===== src/cmd_pkg.sv =====
/*
 shared command codes, frame constants and bus structs for the command subsystem
 referenced by scoped name from every module, no import
*/
package cmd_pkg;

    // ====================
    // frame and command codes
    // ====================
    localparam logic [7:0] frame_hdr     = 8'hAA;
    localparam logic [7:0] cmd_store     = 8'h10;
    localparam logic [7:0] cmd_sum       = 8'h20;
    localparam logic [7:0] cmd_heartbeat = 8'hFF;

    // ====================
    // bus structs
    // ====================

    // processor to executors, 51 bits
    typedef struct packed {
        logic [7:0]  cmd_type;    // command code of the running frame
        logic [15:0] length;      // payload length
        logic [7:0]  data;        // current payload byte
        logic [15:0] index;       // position of data in the payload
        logic        start;       // pulse
        logic        data_valid;  // pulse
        logic        done;        // pulse, with last byte
    } cmd_bus_t;

    // store unit write request, 25 bits
    typedef struct packed {
        logic        req;
        logic [15:0] addr;  // arbiter takes low bits
        logic [7:0]  data;
    } mem_wr_t;

    // parser result, 25 bits
    typedef struct packed {
        logic [7:0]  cmd;
        logic [15:0] len;
        logic        parse_done;  // level, held until next header
    } frame_info_t;

endpackage

===== src/cmd_subsystem.sv =====
/*
 command subsystem top: frame parser, processor, store and sum executors, arbiter
 bytes come in on rx_valid strobes, the host reads data memory over rd_req
*/
module cmd_subsystem #(
    parameter int PAYLOAD_ADDR_WIDTH = 8,
    parameter int DATA_ADDR_WIDTH    = 6
) (
    input  logic                       clk,
    input  logic                       rst_n,
    input  logic                       rx_valid,
    input  logic [7:0]                 rx_data,
    input  logic                       rd_req,
    input  logic [DATA_ADDR_WIDTH-1:0] rd_addr,
    output logic                       rd_valid,
    output logic [7:0]                 rd_data,
    output logic                       led,
    output logic                       sum_valid,
    output logic [15:0]                sum_result
);

    cmd_pkg::frame_info_t          frame_info;
    cmd_pkg::cmd_bus_t             cmd_bus;
    cmd_pkg::mem_wr_t              mem_wr;
    logic [PAYLOAD_ADDR_WIDTH-1:0] payload_read_addr;
    logic [7:0]                    payload_read_data;
    logic                          store_ready;
    logic                          sum_ready;
    logic                          cmd_ready;
    logic                          wr_grant;

    assign cmd_ready = store_ready & sum_ready;  // all executors must accept

    frame_parser #(.PAYLOAD_ADDR_WIDTH(PAYLOAD_ADDR_WIDTH)) frame_parser0 (
        .clk, .rst_n, .rx_valid, .rx_data,
        .payload_read_addr, .frame_info, .payload_read_data
    );

    command_processor #(.PAYLOAD_ADDR_WIDTH(PAYLOAD_ADDR_WIDTH)) command_processor0 (
        .clk, .rst_n, .frame_info, .payload_read_data, .cmd_ready,
        .payload_read_addr, .led, .cmd_bus
    );

    mem_store_unit mem_store_unit0 (
        .clk, .rst_n, .cmd_bus, .wr_grant, .mem_wr, .ready(store_ready)
    );

    checksum_unit checksum_unit0 (
        .clk, .rst_n, .cmd_bus, .ready(sum_ready), .sum_valid, .sum_result
    );

    mem_arbiter #(.DATA_ADDR_WIDTH(DATA_ADDR_WIDTH)) mem_arbiter0 (
        .clk, .rst_n, .mem_wr, .rd_req, .rd_addr,
        .wr_grant, .rd_valid, .rd_data
    );

endmodule


===== src/mem_arbiter.sv =====
/*
 data memory with round-robin access for the store writer and the host reader
 writes land in the grant cycle, reads return one cycle after the grant
*/
module mem_arbiter #(
    parameter int DATA_ADDR_WIDTH = 6
) (
    input  logic                       clk,
    input  logic                       rst_n,
    input  cmd_pkg::mem_wr_t           mem_wr,
    input  logic                       rd_req,
    input  logic [DATA_ADDR_WIDTH-1:0] rd_addr,
    output logic                       wr_grant,
    output logic                       rd_valid,
    output logic [7:0]                 rd_data
);

    localparam int DEPTH = 1 << DATA_ADDR_WIDTH;

    logic [7:0] mem [0:DEPTH-1];
    logic       last_rd;  // host was served last
    logic       rd_grant;

    // ====================
    // grant
    // ====================
    always_comb begin
        wr_grant = 1'b0;
        rd_grant = 1'b0;
        if (mem_wr.req && rd_req) begin
            wr_grant = last_rd;  // conflict goes to the other side
            rd_grant = ~last_rd;
        end else begin
            wr_grant = mem_wr.req;
            rd_grant = rd_req;
        end
    end

    always_ff @(posedge clk or negedge rst_n) begin
        if (!rst_n) begin
            for (int i = 0; i < DEPTH; i++)
                mem[i] <= 8'h00;
            last_rd  <= 1'b0;
            rd_valid <= 1'b0;
        end else begin
            rd_valid <= rd_grant;
            if (wr_grant) begin
                mem[mem_wr.addr[DATA_ADDR_WIDTH-1:0]] <= mem_wr.data;
                last_rd <= 1'b0;
            end
            if (rd_grant)
                last_rd <= 1'b1;
        end
    end

    // read data
    always_ff @(posedge clk) begin
        if (rd_grant)
            rd_data <= mem[rd_addr];
    end

endmodule


===== src/checksum_unit.sv =====
/*
 sum command executor, 16-bit wrap-around sum of the payload bytes
*/
module checksum_unit (
    input  logic              clk,
    input  logic              rst_n,
    input  cmd_pkg::cmd_bus_t cmd_bus,
    output logic              ready,
    output logic              sum_valid,
    output logic [15:0]       sum_result
);

    logic        is_sum;
    logic [15:0] acc;
    logic [15:0] acc_base;
    logic [15:0] acc_next;

    assign is_sum   = (cmd_bus.cmd_type == cmd_pkg::cmd_sum);
    assign acc_base = cmd_bus.start ? 16'd0 : acc;  // start clears
    assign acc_next = cmd_bus.data_valid ? acc_base + 16'(cmd_bus.data) : acc_base;

    always_ff @(posedge clk or negedge rst_n) begin
        if (!rst_n) begin
            acc        <= '0;
            sum_valid  <= 1'b0;
            sum_result <= '0;
        end else begin
            sum_valid <= 1'b0;
            if (is_sum && (cmd_bus.start || cmd_bus.data_valid))
                acc <= acc_next;
            if (is_sum && cmd_bus.done) begin
                sum_result <= acc_next;  // includes the last byte
                sum_valid  <= 1'b1;
            end
        end
    end

    assign ready = 1'b1;  // never stalls

endmodule


===== src/mem_store_unit.sv =====
/*
 store command executor, one-entry write buffer toward the memory arbiter
*/
module mem_store_unit (
    input  logic              clk,
    input  logic              rst_n,
    input  cmd_pkg::cmd_bus_t cmd_bus,
    input  logic              wr_grant,
    output cmd_pkg::mem_wr_t  mem_wr,
    output logic              ready
);

    logic        buf_valid;
    logic [15:0] buf_addr;
    logic [7:0]  buf_data;
    logic        take;

    assign take = cmd_bus.data_valid && (cmd_bus.cmd_type == cmd_pkg::cmd_store);

    // buffer state
    always_ff @(posedge clk or negedge rst_n) begin
        if (!rst_n) begin
            buf_valid <= 1'b0;
        end else if (take) begin
            buf_valid <= 1'b1;
        end else if (wr_grant) begin
            buf_valid <= 1'b0;  // written this cycle
        end
    end

    // buffer payload
    always_ff @(posedge clk) begin
        if (take) begin
            buf_addr <= cmd_bus.index;
            buf_data <= cmd_bus.data;
        end
    end

    assign mem_wr = '{req: buf_valid, addr: buf_addr, data: buf_data};
    assign ready  = ~buf_valid;  // full buffer stalls the processor

endmodule


===== src/command_processor.sv =====
/*
 walks a parsed payload byte by byte and broadcasts it on the command bus
 heartbeat toggles the led, everything else is left to the executors
*/
module command_processor #(
    parameter int PAYLOAD_ADDR_WIDTH = 8
) (
    input  logic                          clk,
    input  logic                          rst_n,
    input  cmd_pkg::frame_info_t          frame_info,
    input  logic [7:0]                    payload_read_data,
    input  logic                          cmd_ready,
    output logic [PAYLOAD_ADDR_WIDTH-1:0] payload_read_addr,
    output logic                          led,
    output cmd_pkg::cmd_bus_t             cmd_bus
);

    // wait states cover the two-cycle RAM read
    localparam logic [2:0] st_idle     = 3'd0;
    localparam logic [2:0] st_set_addr = 3'd1;
    localparam logic [2:0] st_wait_1   = 3'd2;
    localparam logic [2:0] st_wait_2   = 3'd3;
    localparam logic [2:0] st_get_data = 3'd4;

    logic [2:0]  state;
    logic [15:0] data_counter;
    logic [15:0] current_length;
    logic        pd_d1;
    logic        pd_edge;  // registered rising edge of parse_done

    // ====================
    // parse_done edge
    // ====================
    always_ff @(posedge clk or negedge rst_n) begin
        if (!rst_n) begin
            pd_d1   <= 1'b0;
            pd_edge <= 1'b0;
        end else begin
            pd_d1   <= frame_info.parse_done;
            pd_edge <= frame_info.parse_done & ~pd_d1;
        end
    end

    // ====================
    // payload walker
    // ====================
    always_ff @(posedge clk or negedge rst_n) begin
        if (!rst_n) begin
            state             <= st_idle;
            led               <= 1'b0;
            payload_read_addr <= '0;
            data_counter      <= '0;
            current_length    <= '0;
            cmd_bus           <= '0;
        end else begin
            // pulses default low
            cmd_bus.start      <= 1'b0;
            cmd_bus.data_valid <= 1'b0;
            cmd_bus.done       <= 1'b0;

            case (state)
                st_idle: begin
                    if (pd_edge) begin
                        cmd_bus.cmd_type <= frame_info.cmd;
                        cmd_bus.start    <= 1'b1;
                        current_length   <= frame_info.len;
                        data_counter     <= '0;
                        if (frame_info.cmd == cmd_pkg::cmd_heartbeat) begin
                            led            <= ~led;
                            cmd_bus.length <= '0;
                            cmd_bus.done   <= 1'b1;
                        end else if (frame_info.len == 16'd0) begin
                            cmd_bus.length <= '0;  // nothing to walk
                            cmd_bus.done   <= 1'b1;
                        end else begin
                            cmd_bus.length <= frame_info.len;
                            state          <= st_set_addr;
                        end
                    end
                end

                st_set_addr: begin
                    payload_read_addr <= data_counter[PAYLOAD_ADDR_WIDTH-1:0];
                    state             <= st_wait_1;
                end

                st_wait_1: state <= st_wait_2;  // RAM latches address
                st_wait_2: state <= st_get_data;  // RAM latches data

                st_get_data: begin
                    // hold here while an executor is busy, data stays put
                    if (cmd_ready) begin
                        cmd_bus.data       <= payload_read_data;
                        cmd_bus.index      <= data_counter;
                        cmd_bus.data_valid <= 1'b1;
                        if (data_counter == current_length - 16'd1) begin
                            cmd_bus.done <= 1'b1;
                            state        <= st_idle;
                        end else begin
                            data_counter <= data_counter + 16'd1;
                            state        <= st_set_addr;
                        end
                    end
                end

                default: state <= st_idle;
            endcase
        end
    end

endmodule


===== src/frame_parser.sv =====
/*
 byte-level frame parser: header, command, length, payload, xor checksum
 payload lands in a local RAM read back with two cycles of latency
*/
module frame_parser #(
    parameter int PAYLOAD_ADDR_WIDTH = 8
) (
    input  logic                          clk,
    input  logic                          rst_n,
    input  logic                          rx_valid,
    input  logic [7:0]                    rx_data,
    input  logic [PAYLOAD_ADDR_WIDTH-1:0] payload_read_addr,
    output cmd_pkg::frame_info_t          frame_info,
    output logic [7:0]                    payload_read_data
);

    localparam int DEPTH = 1 << PAYLOAD_ADDR_WIDTH;

    localparam logic [2:0] st_hdr     = 3'd0;
    localparam logic [2:0] st_cmd     = 3'd1;
    localparam logic [2:0] st_len_h   = 3'd2;
    localparam logic [2:0] st_len_l   = 3'd3;
    localparam logic [2:0] st_payload = 3'd4;
    localparam logic [2:0] st_csum    = 3'd5;

    logic [2:0]  state;
    logic [7:0]  cmd_q;
    logic [15:0] len_q;
    logic [15:0] len_next;
    logic [15:0] byte_cnt;  // payload bytes taken so far
    logic [7:0]  xor_q;     // running checksum
    logic        len_ok;    // payload fits the RAM
    logic        done_q;

    logic [7:0]                    ram [0:DEPTH-1];
    logic [PAYLOAD_ADDR_WIDTH-1:0] rd_addr_q;
    logic [7:0]                    rd_data_q;

    assign len_next = {len_q[15:8], rx_data};

    // ====================
    // frame FSM
    // ====================
    always_ff @(posedge clk or negedge rst_n) begin
        if (!rst_n) begin
            state    <= st_hdr;
            cmd_q    <= '0;
            len_q    <= '0;
            byte_cnt <= '0;
            xor_q    <= '0;
            len_ok   <= 1'b0;
            done_q   <= 1'b0;
        end else if (rx_valid) begin
            case (state)
                st_hdr: begin
                    if (rx_data == cmd_pkg::frame_hdr) begin
                        done_q <= 1'b0;  // previous result released here
                        state  <= st_cmd;
                    end
                end
                st_cmd: begin
                    cmd_q <= rx_data;
                    xor_q <= rx_data;
                    state <= st_len_h;
                end
                st_len_h: begin
                    len_q[15:8] <= rx_data;
                    xor_q       <= xor_q ^ rx_data;
                    state       <= st_len_l;
                end
                st_len_l: begin
                    len_q[7:0] <= rx_data;
                    xor_q      <= xor_q ^ rx_data;
                    byte_cnt   <= '0;
                    len_ok     <= (32'(len_next) <= DEPTH);
                    state      <= (len_next == 16'd0) ? st_csum : st_payload;
                end
                st_payload: begin
                    xor_q    <= xor_q ^ rx_data;
                    byte_cnt <= byte_cnt + 16'd1;
                    if (byte_cnt == len_q - 16'd1)
                        state <= st_csum;
                end
                st_csum: begin
                    // bad sum or oversize length: frame silently dropped
                    if (len_ok && xor_q == rx_data)
                        done_q <= 1'b1;
                    state <= st_hdr;
                end
                default: state <= st_hdr;
            endcase
        end
    end

    // ====================
    // payload RAM
    // ====================
    always_ff @(posedge clk) begin
        if (rx_valid && state == st_payload && len_ok)
            ram[byte_cnt[PAYLOAD_ADDR_WIDTH-1:0]] <= rx_data;
        rd_addr_q <= payload_read_addr;  // first read stage
        rd_data_q <= ram[rd_addr_q];     // second read stage
    end

    assign payload_read_data = rd_data_q;
    assign frame_info = '{cmd: cmd_q, len: len_q, parse_done: done_q};

endmodule


===== config.mk =====
export PLATFORM = sky130hd
export DESIGN_NAME = cmd_subsystem
export DESIGN_NICKNAME = d
export VERILOG_FILES = /design/src/cmd_pkg.sv /design/src/cmd_subsystem.sv /design/src/mem_arbiter.sv /design/src/checksum_unit.sv /design/src/mem_store_unit.sv /design/src/command_processor.sv /design/src/frame_parser.sv
export SDC_FILE = /design/constraint.sdc
export NUM_CORES = 2
export LEC_CHECK = 0
export ABC_CLOCK_PERIOD_IN_PS = 6100
export BUFFER_PORTS_ARGS = -buffer_cell sky130_fd_sc_hd__buf_2
export CAP_MARGIN = 10
export CORE_MARGIN = 1.5
export CORE_UTILIZATION = 35
export DETAILED_ROUTE_END_ITERATION = 8
export GPL_TIMING_DRIVEN = 0
export PLACE_DENSITY_LB_ADDON = 0.2
export SLEW_MARGIN = 20
export SYNTH_ARGS = -nofsm -noshare
export SYNTH_HDL_FRONTEND = slang
export SYNTH_SLANG_ARGS = --single-unit

===== constraint.sdc =====
create_clock -name clk -period 6.1 [get_ports clk]
set_input_delay 0.305 -clock clk [delete_from_list [all_inputs] [get_ports clk]]
set_output_delay 0.305 -clock clk [all_outputs]
set_load 0.01 [all_outputs]

==> flow_summary_export.csv <==
group,metric,value,unit
routing,met3_length,22100,microns
cells_and_area,fin_nets,6098,
grt,grt_start_max_net_pins,117,
die,row_count,207,
timing,period_share,96.5,%
yosys,synth_edf_count,2070,
routing,drc,0,
yosys,syn_inst,5667,
min_path,min_from,"rd_addr[3]",
power_and_ir_drop,power.density,334,nW/um^2
min_path,hp-class,"in -> reg",
routing,wl,328000,microns
yosys,yosys_warnings,0,
worst_setup_path,cp_common_cell,"buf_2",
yosys,yosysUniqueCellTypes,80,
worst_setup_path,cp.arrival,6570,ps
grt,antenna_found_initial,15,
grt,grt_pass1_vias,59100,
placement,place_hpwl,221000,microns
worst_setup_path,cpPeakStageDelay,930,ps
yosys,avgSynthCellArea,19.7,sq um
routing,ant_nets,0,
timing,hold_violations,0,
cells_and_area,drive_gt1_share,32.1,%
routing,drt-met1-wl,138000,microns
routing,wire_per_inst,31.3,microns
timing,fin_skew,59.0,ps
routing,top_layer,"met5",
power_and_ir_drop,finalPower,42700,uW
worst_setup_path,critPathKind,"reg -> reg",
placement,routabilityCongestion,0.867,
yosys,yosysSeqAreaShare,71.0,%
run_status,status,"finished, final reports clean",
routing,drtIter0Drc,6110,
die,die_y,568,microns
yosys,synth_common_cells,"edfxtp_1, mux4_2, dfrtp_1",
timing,setup_ws,212,ps
power_and_ir_drop,leakage,0.0438,uW
cells_and_area,final_util,40.2,%
placement,io_buffers,39,
worst_setup_path,end_kind,"flip-flop",
grt,grt_overflow_total,0,
die,initial_core_util,35.1,%
clock_tree,cts.clk_slew.worst_paths,60,ps
grt,grt_use_total,20.2,%
timing,fmax,0.170,GHz
clock_tree,numCtsBuffers,300,
worst_setup_path,path_cells,"buf_2 > buf_2 > clkbuf_1 > buf_2 > clkbuf_1 > mux4_2 > mux2i_1 > o221ai_1 > o21ai_1 > nor3_1",
die,die_w,568,microns
die,ios,45,
worst_setup_path,timing.rr.start,"frame_parser0.rd_addr_q[1]",
routing,met2_length,158000,microns
routing,dr.pass1.iters,6,
routing,viasPerCell,5.49,
timing,worst_hold_slack,166,ps
cells_and_area,finish.instance_area,128000,sq um
yosys,synth_top_cell_area_share,55.7,%
yosys,syn-num-nets,5701,
clock_tree,cts_tree,"built",
job,drv_cap,0,
timing,fin_crit,5890,ps
timing,worst_pin_slew,1230,ps
power_and_ir_drop,ir_worst_vdd,234,uV
clock_tree,cts_root_buf,"clkbuf_16",
grt,grt_pass1_wl,462000,microns
worst_setup_path,cp-start-kind,"flip-flop",
cells_and_area,seqCellArea,79300,sq um
placement,dp_worst_setup_slack,434,ps
cells_and_area,multi_input_area,30900,sq um
cells_and_area,synthToLayoutAreaGrowth,14.5,%
yosys,synth_most_common_cell,"edfxtp_1",
clock_tree,clk_latency,920,ps
clock_tree,htreeDepth,5,
clock_tree,postCtsSetupRepairBufs,0,
worst_setup_path,startpoint,"frame_parser0.rd_addr_q[1]",
yosys,async_flop_share,24.4,%
clock_tree,cts_buffer_depth,4,
yosys,synth_seq_cells,2758,
timing,setup_viol,0,
routing,dr_total_vias,57600,
yosys,yosysTopAreaCell,"edfxtp_1",
worst_setup_path,worstPathMaxFanout,10,
die,die_area,322000,sq um
yosys,syn_area,112000,sq um
yosys,synth_ff_type,"edfxtp_1",
timing,slew_headroom,18.0,%
timing,rsz0062_at_grt,"false",
worst_setup_path,slowest_stage,"clkbuf_1",
yosys,yosys-top-cells-area,"edfxtp_1, mux4_2, dfrtp_1",
worst_setup_path,worstPathRequired,6780,ps
timing,finalMaxSlewViolations,0,
clock_tree,cts_sinks,2758,
die,core-area,318000,sq um
placement,place_area,118000,sq um
cells_and_area,fillers,28300,
[cells by family after synthesis]
logic type	Yosys count	share of synthesized area, %
buffers and inverters	372	1.39
multiplexers	1420	22.4
XOR/XNOR	74	0.580
flip-flops	2758	71.0
AND/OR/NAND/NOR	811	3.25
adder cells (fa/ha/maj)	16	0.186
AO/OA/AOI/OAI	216	1.20
[placed cells by master (no fill, tap or decap), types with 61 or more instances in the layout]
cell type / instances
clkinv_1: 61
clkbuf_16: 310
dfrtp_1: 672
mux2_2: 556
mux4_2: 806
o21ai_0: 74
edfxtp_1: 2070
nor2_1: 349
nand2_1: 230
clkbuf_1: 247
buf_2: 110
[sequential cells by signal, indices dropped and copies added (netlist names), 3 cells and up]
signal,flops
command_processor0.cmd_bus,25
command_processor0.data_counter,16
command_processor0.state,3
checksum_unit0.acc,16
checksum_unit0.sum_result,16
frame_parser0.rd_addr_q,8
frame_parser0.byte_cnt,16
mem_arbiter0.mem,512
frame_parser0.len_q,16
frame_parser0.ram,2048
command_processor0.current_length,16
frame_parser0.cmd_q,8
frame_parser0.payload_read_data,8
frame_parser0.state,3
mem_arbiter0.rd_data,8
frame_parser0.xor_q,8
mem_store_unit0.buf_data,8
mem_store_unit0.buf_addr,6
command_processor0.payload_read_addr,8
[power by group]
group	switching, uW	internal, uW	leakage (uW)
logic	2550	1720	0.0111
registers	208	20400	0.0280
clock network	7660	10200	0.00464
[final cells by class]
type / count / area share, %
flip-flops and latches: 2758 / 62.0
multi-input cells: 2537 / 24.1
clock buffers: 387 / 6.42
well taps: 4180 / 4.09
plain buffers: 352 / 1.21
repair buffers: 95 / 1.09
clock inverters: 147 / 0.996
inverters: 20 / 0.0587
diodes: 6 / 0.0117
[critical path: cells and delay by family (launching register included)]
family                 cells  cell delay (ps)
buffers and inverters      5             3140
AO/OA/AOI/OAI              2              770
multiplexers               2              550
AND/OR/NAND/NOR            1              810
flip-flops                 1              350
[metrics by stage]
| stage | setup TNS, ps | instances |
|---|---|---|
| 2_1_floorplan | 0 | 5667 |
| 3_3_place_gp | -6450550 | 9886 |
| 6_report | 0 | 10500 |
| 3_5_place_dp | 0 | 9927 |
| 5_1_grt | 0 | 10500 |
| 4_1_cts | 0 | 10500 |
[timing repair]
item / 4_1_cts / 5_1_grt
hold buffers: 14 / 0
resized for setup: 0 / 0
hold endpoints to repair: 708 / 0
[per-layer routing]
layer | vias up | track usage [%]
met5 | - | 0
met4 | 2 | 5.84
met3 | 454 | 3.86
met2 | 1989 | 32.9
met1 | 31500 | 27.7
li1 | 23600 | -
[path summary, 6_finish.rpt]
check                      slack [ps]  cells after the start                                   end
setup / recovery                  210                     10    frame_parser0.payload_read_data[2]
hold / removal                    170                      3               mem_arbiter0.rd_data[0]
setup reg to reg                  210                     10    frame_parser0.payload_read_data[2]
hold reg to reg                   360                      0            frame_parser0.rd_addr_q[3]
max in group asynchronous        3620                      7                 mem_arbiter0.mem[117]
min in group asynchronous         380                      3  command_processor0.current_length[5]
No activity file was read; power rests on OpenSTA's default activity.
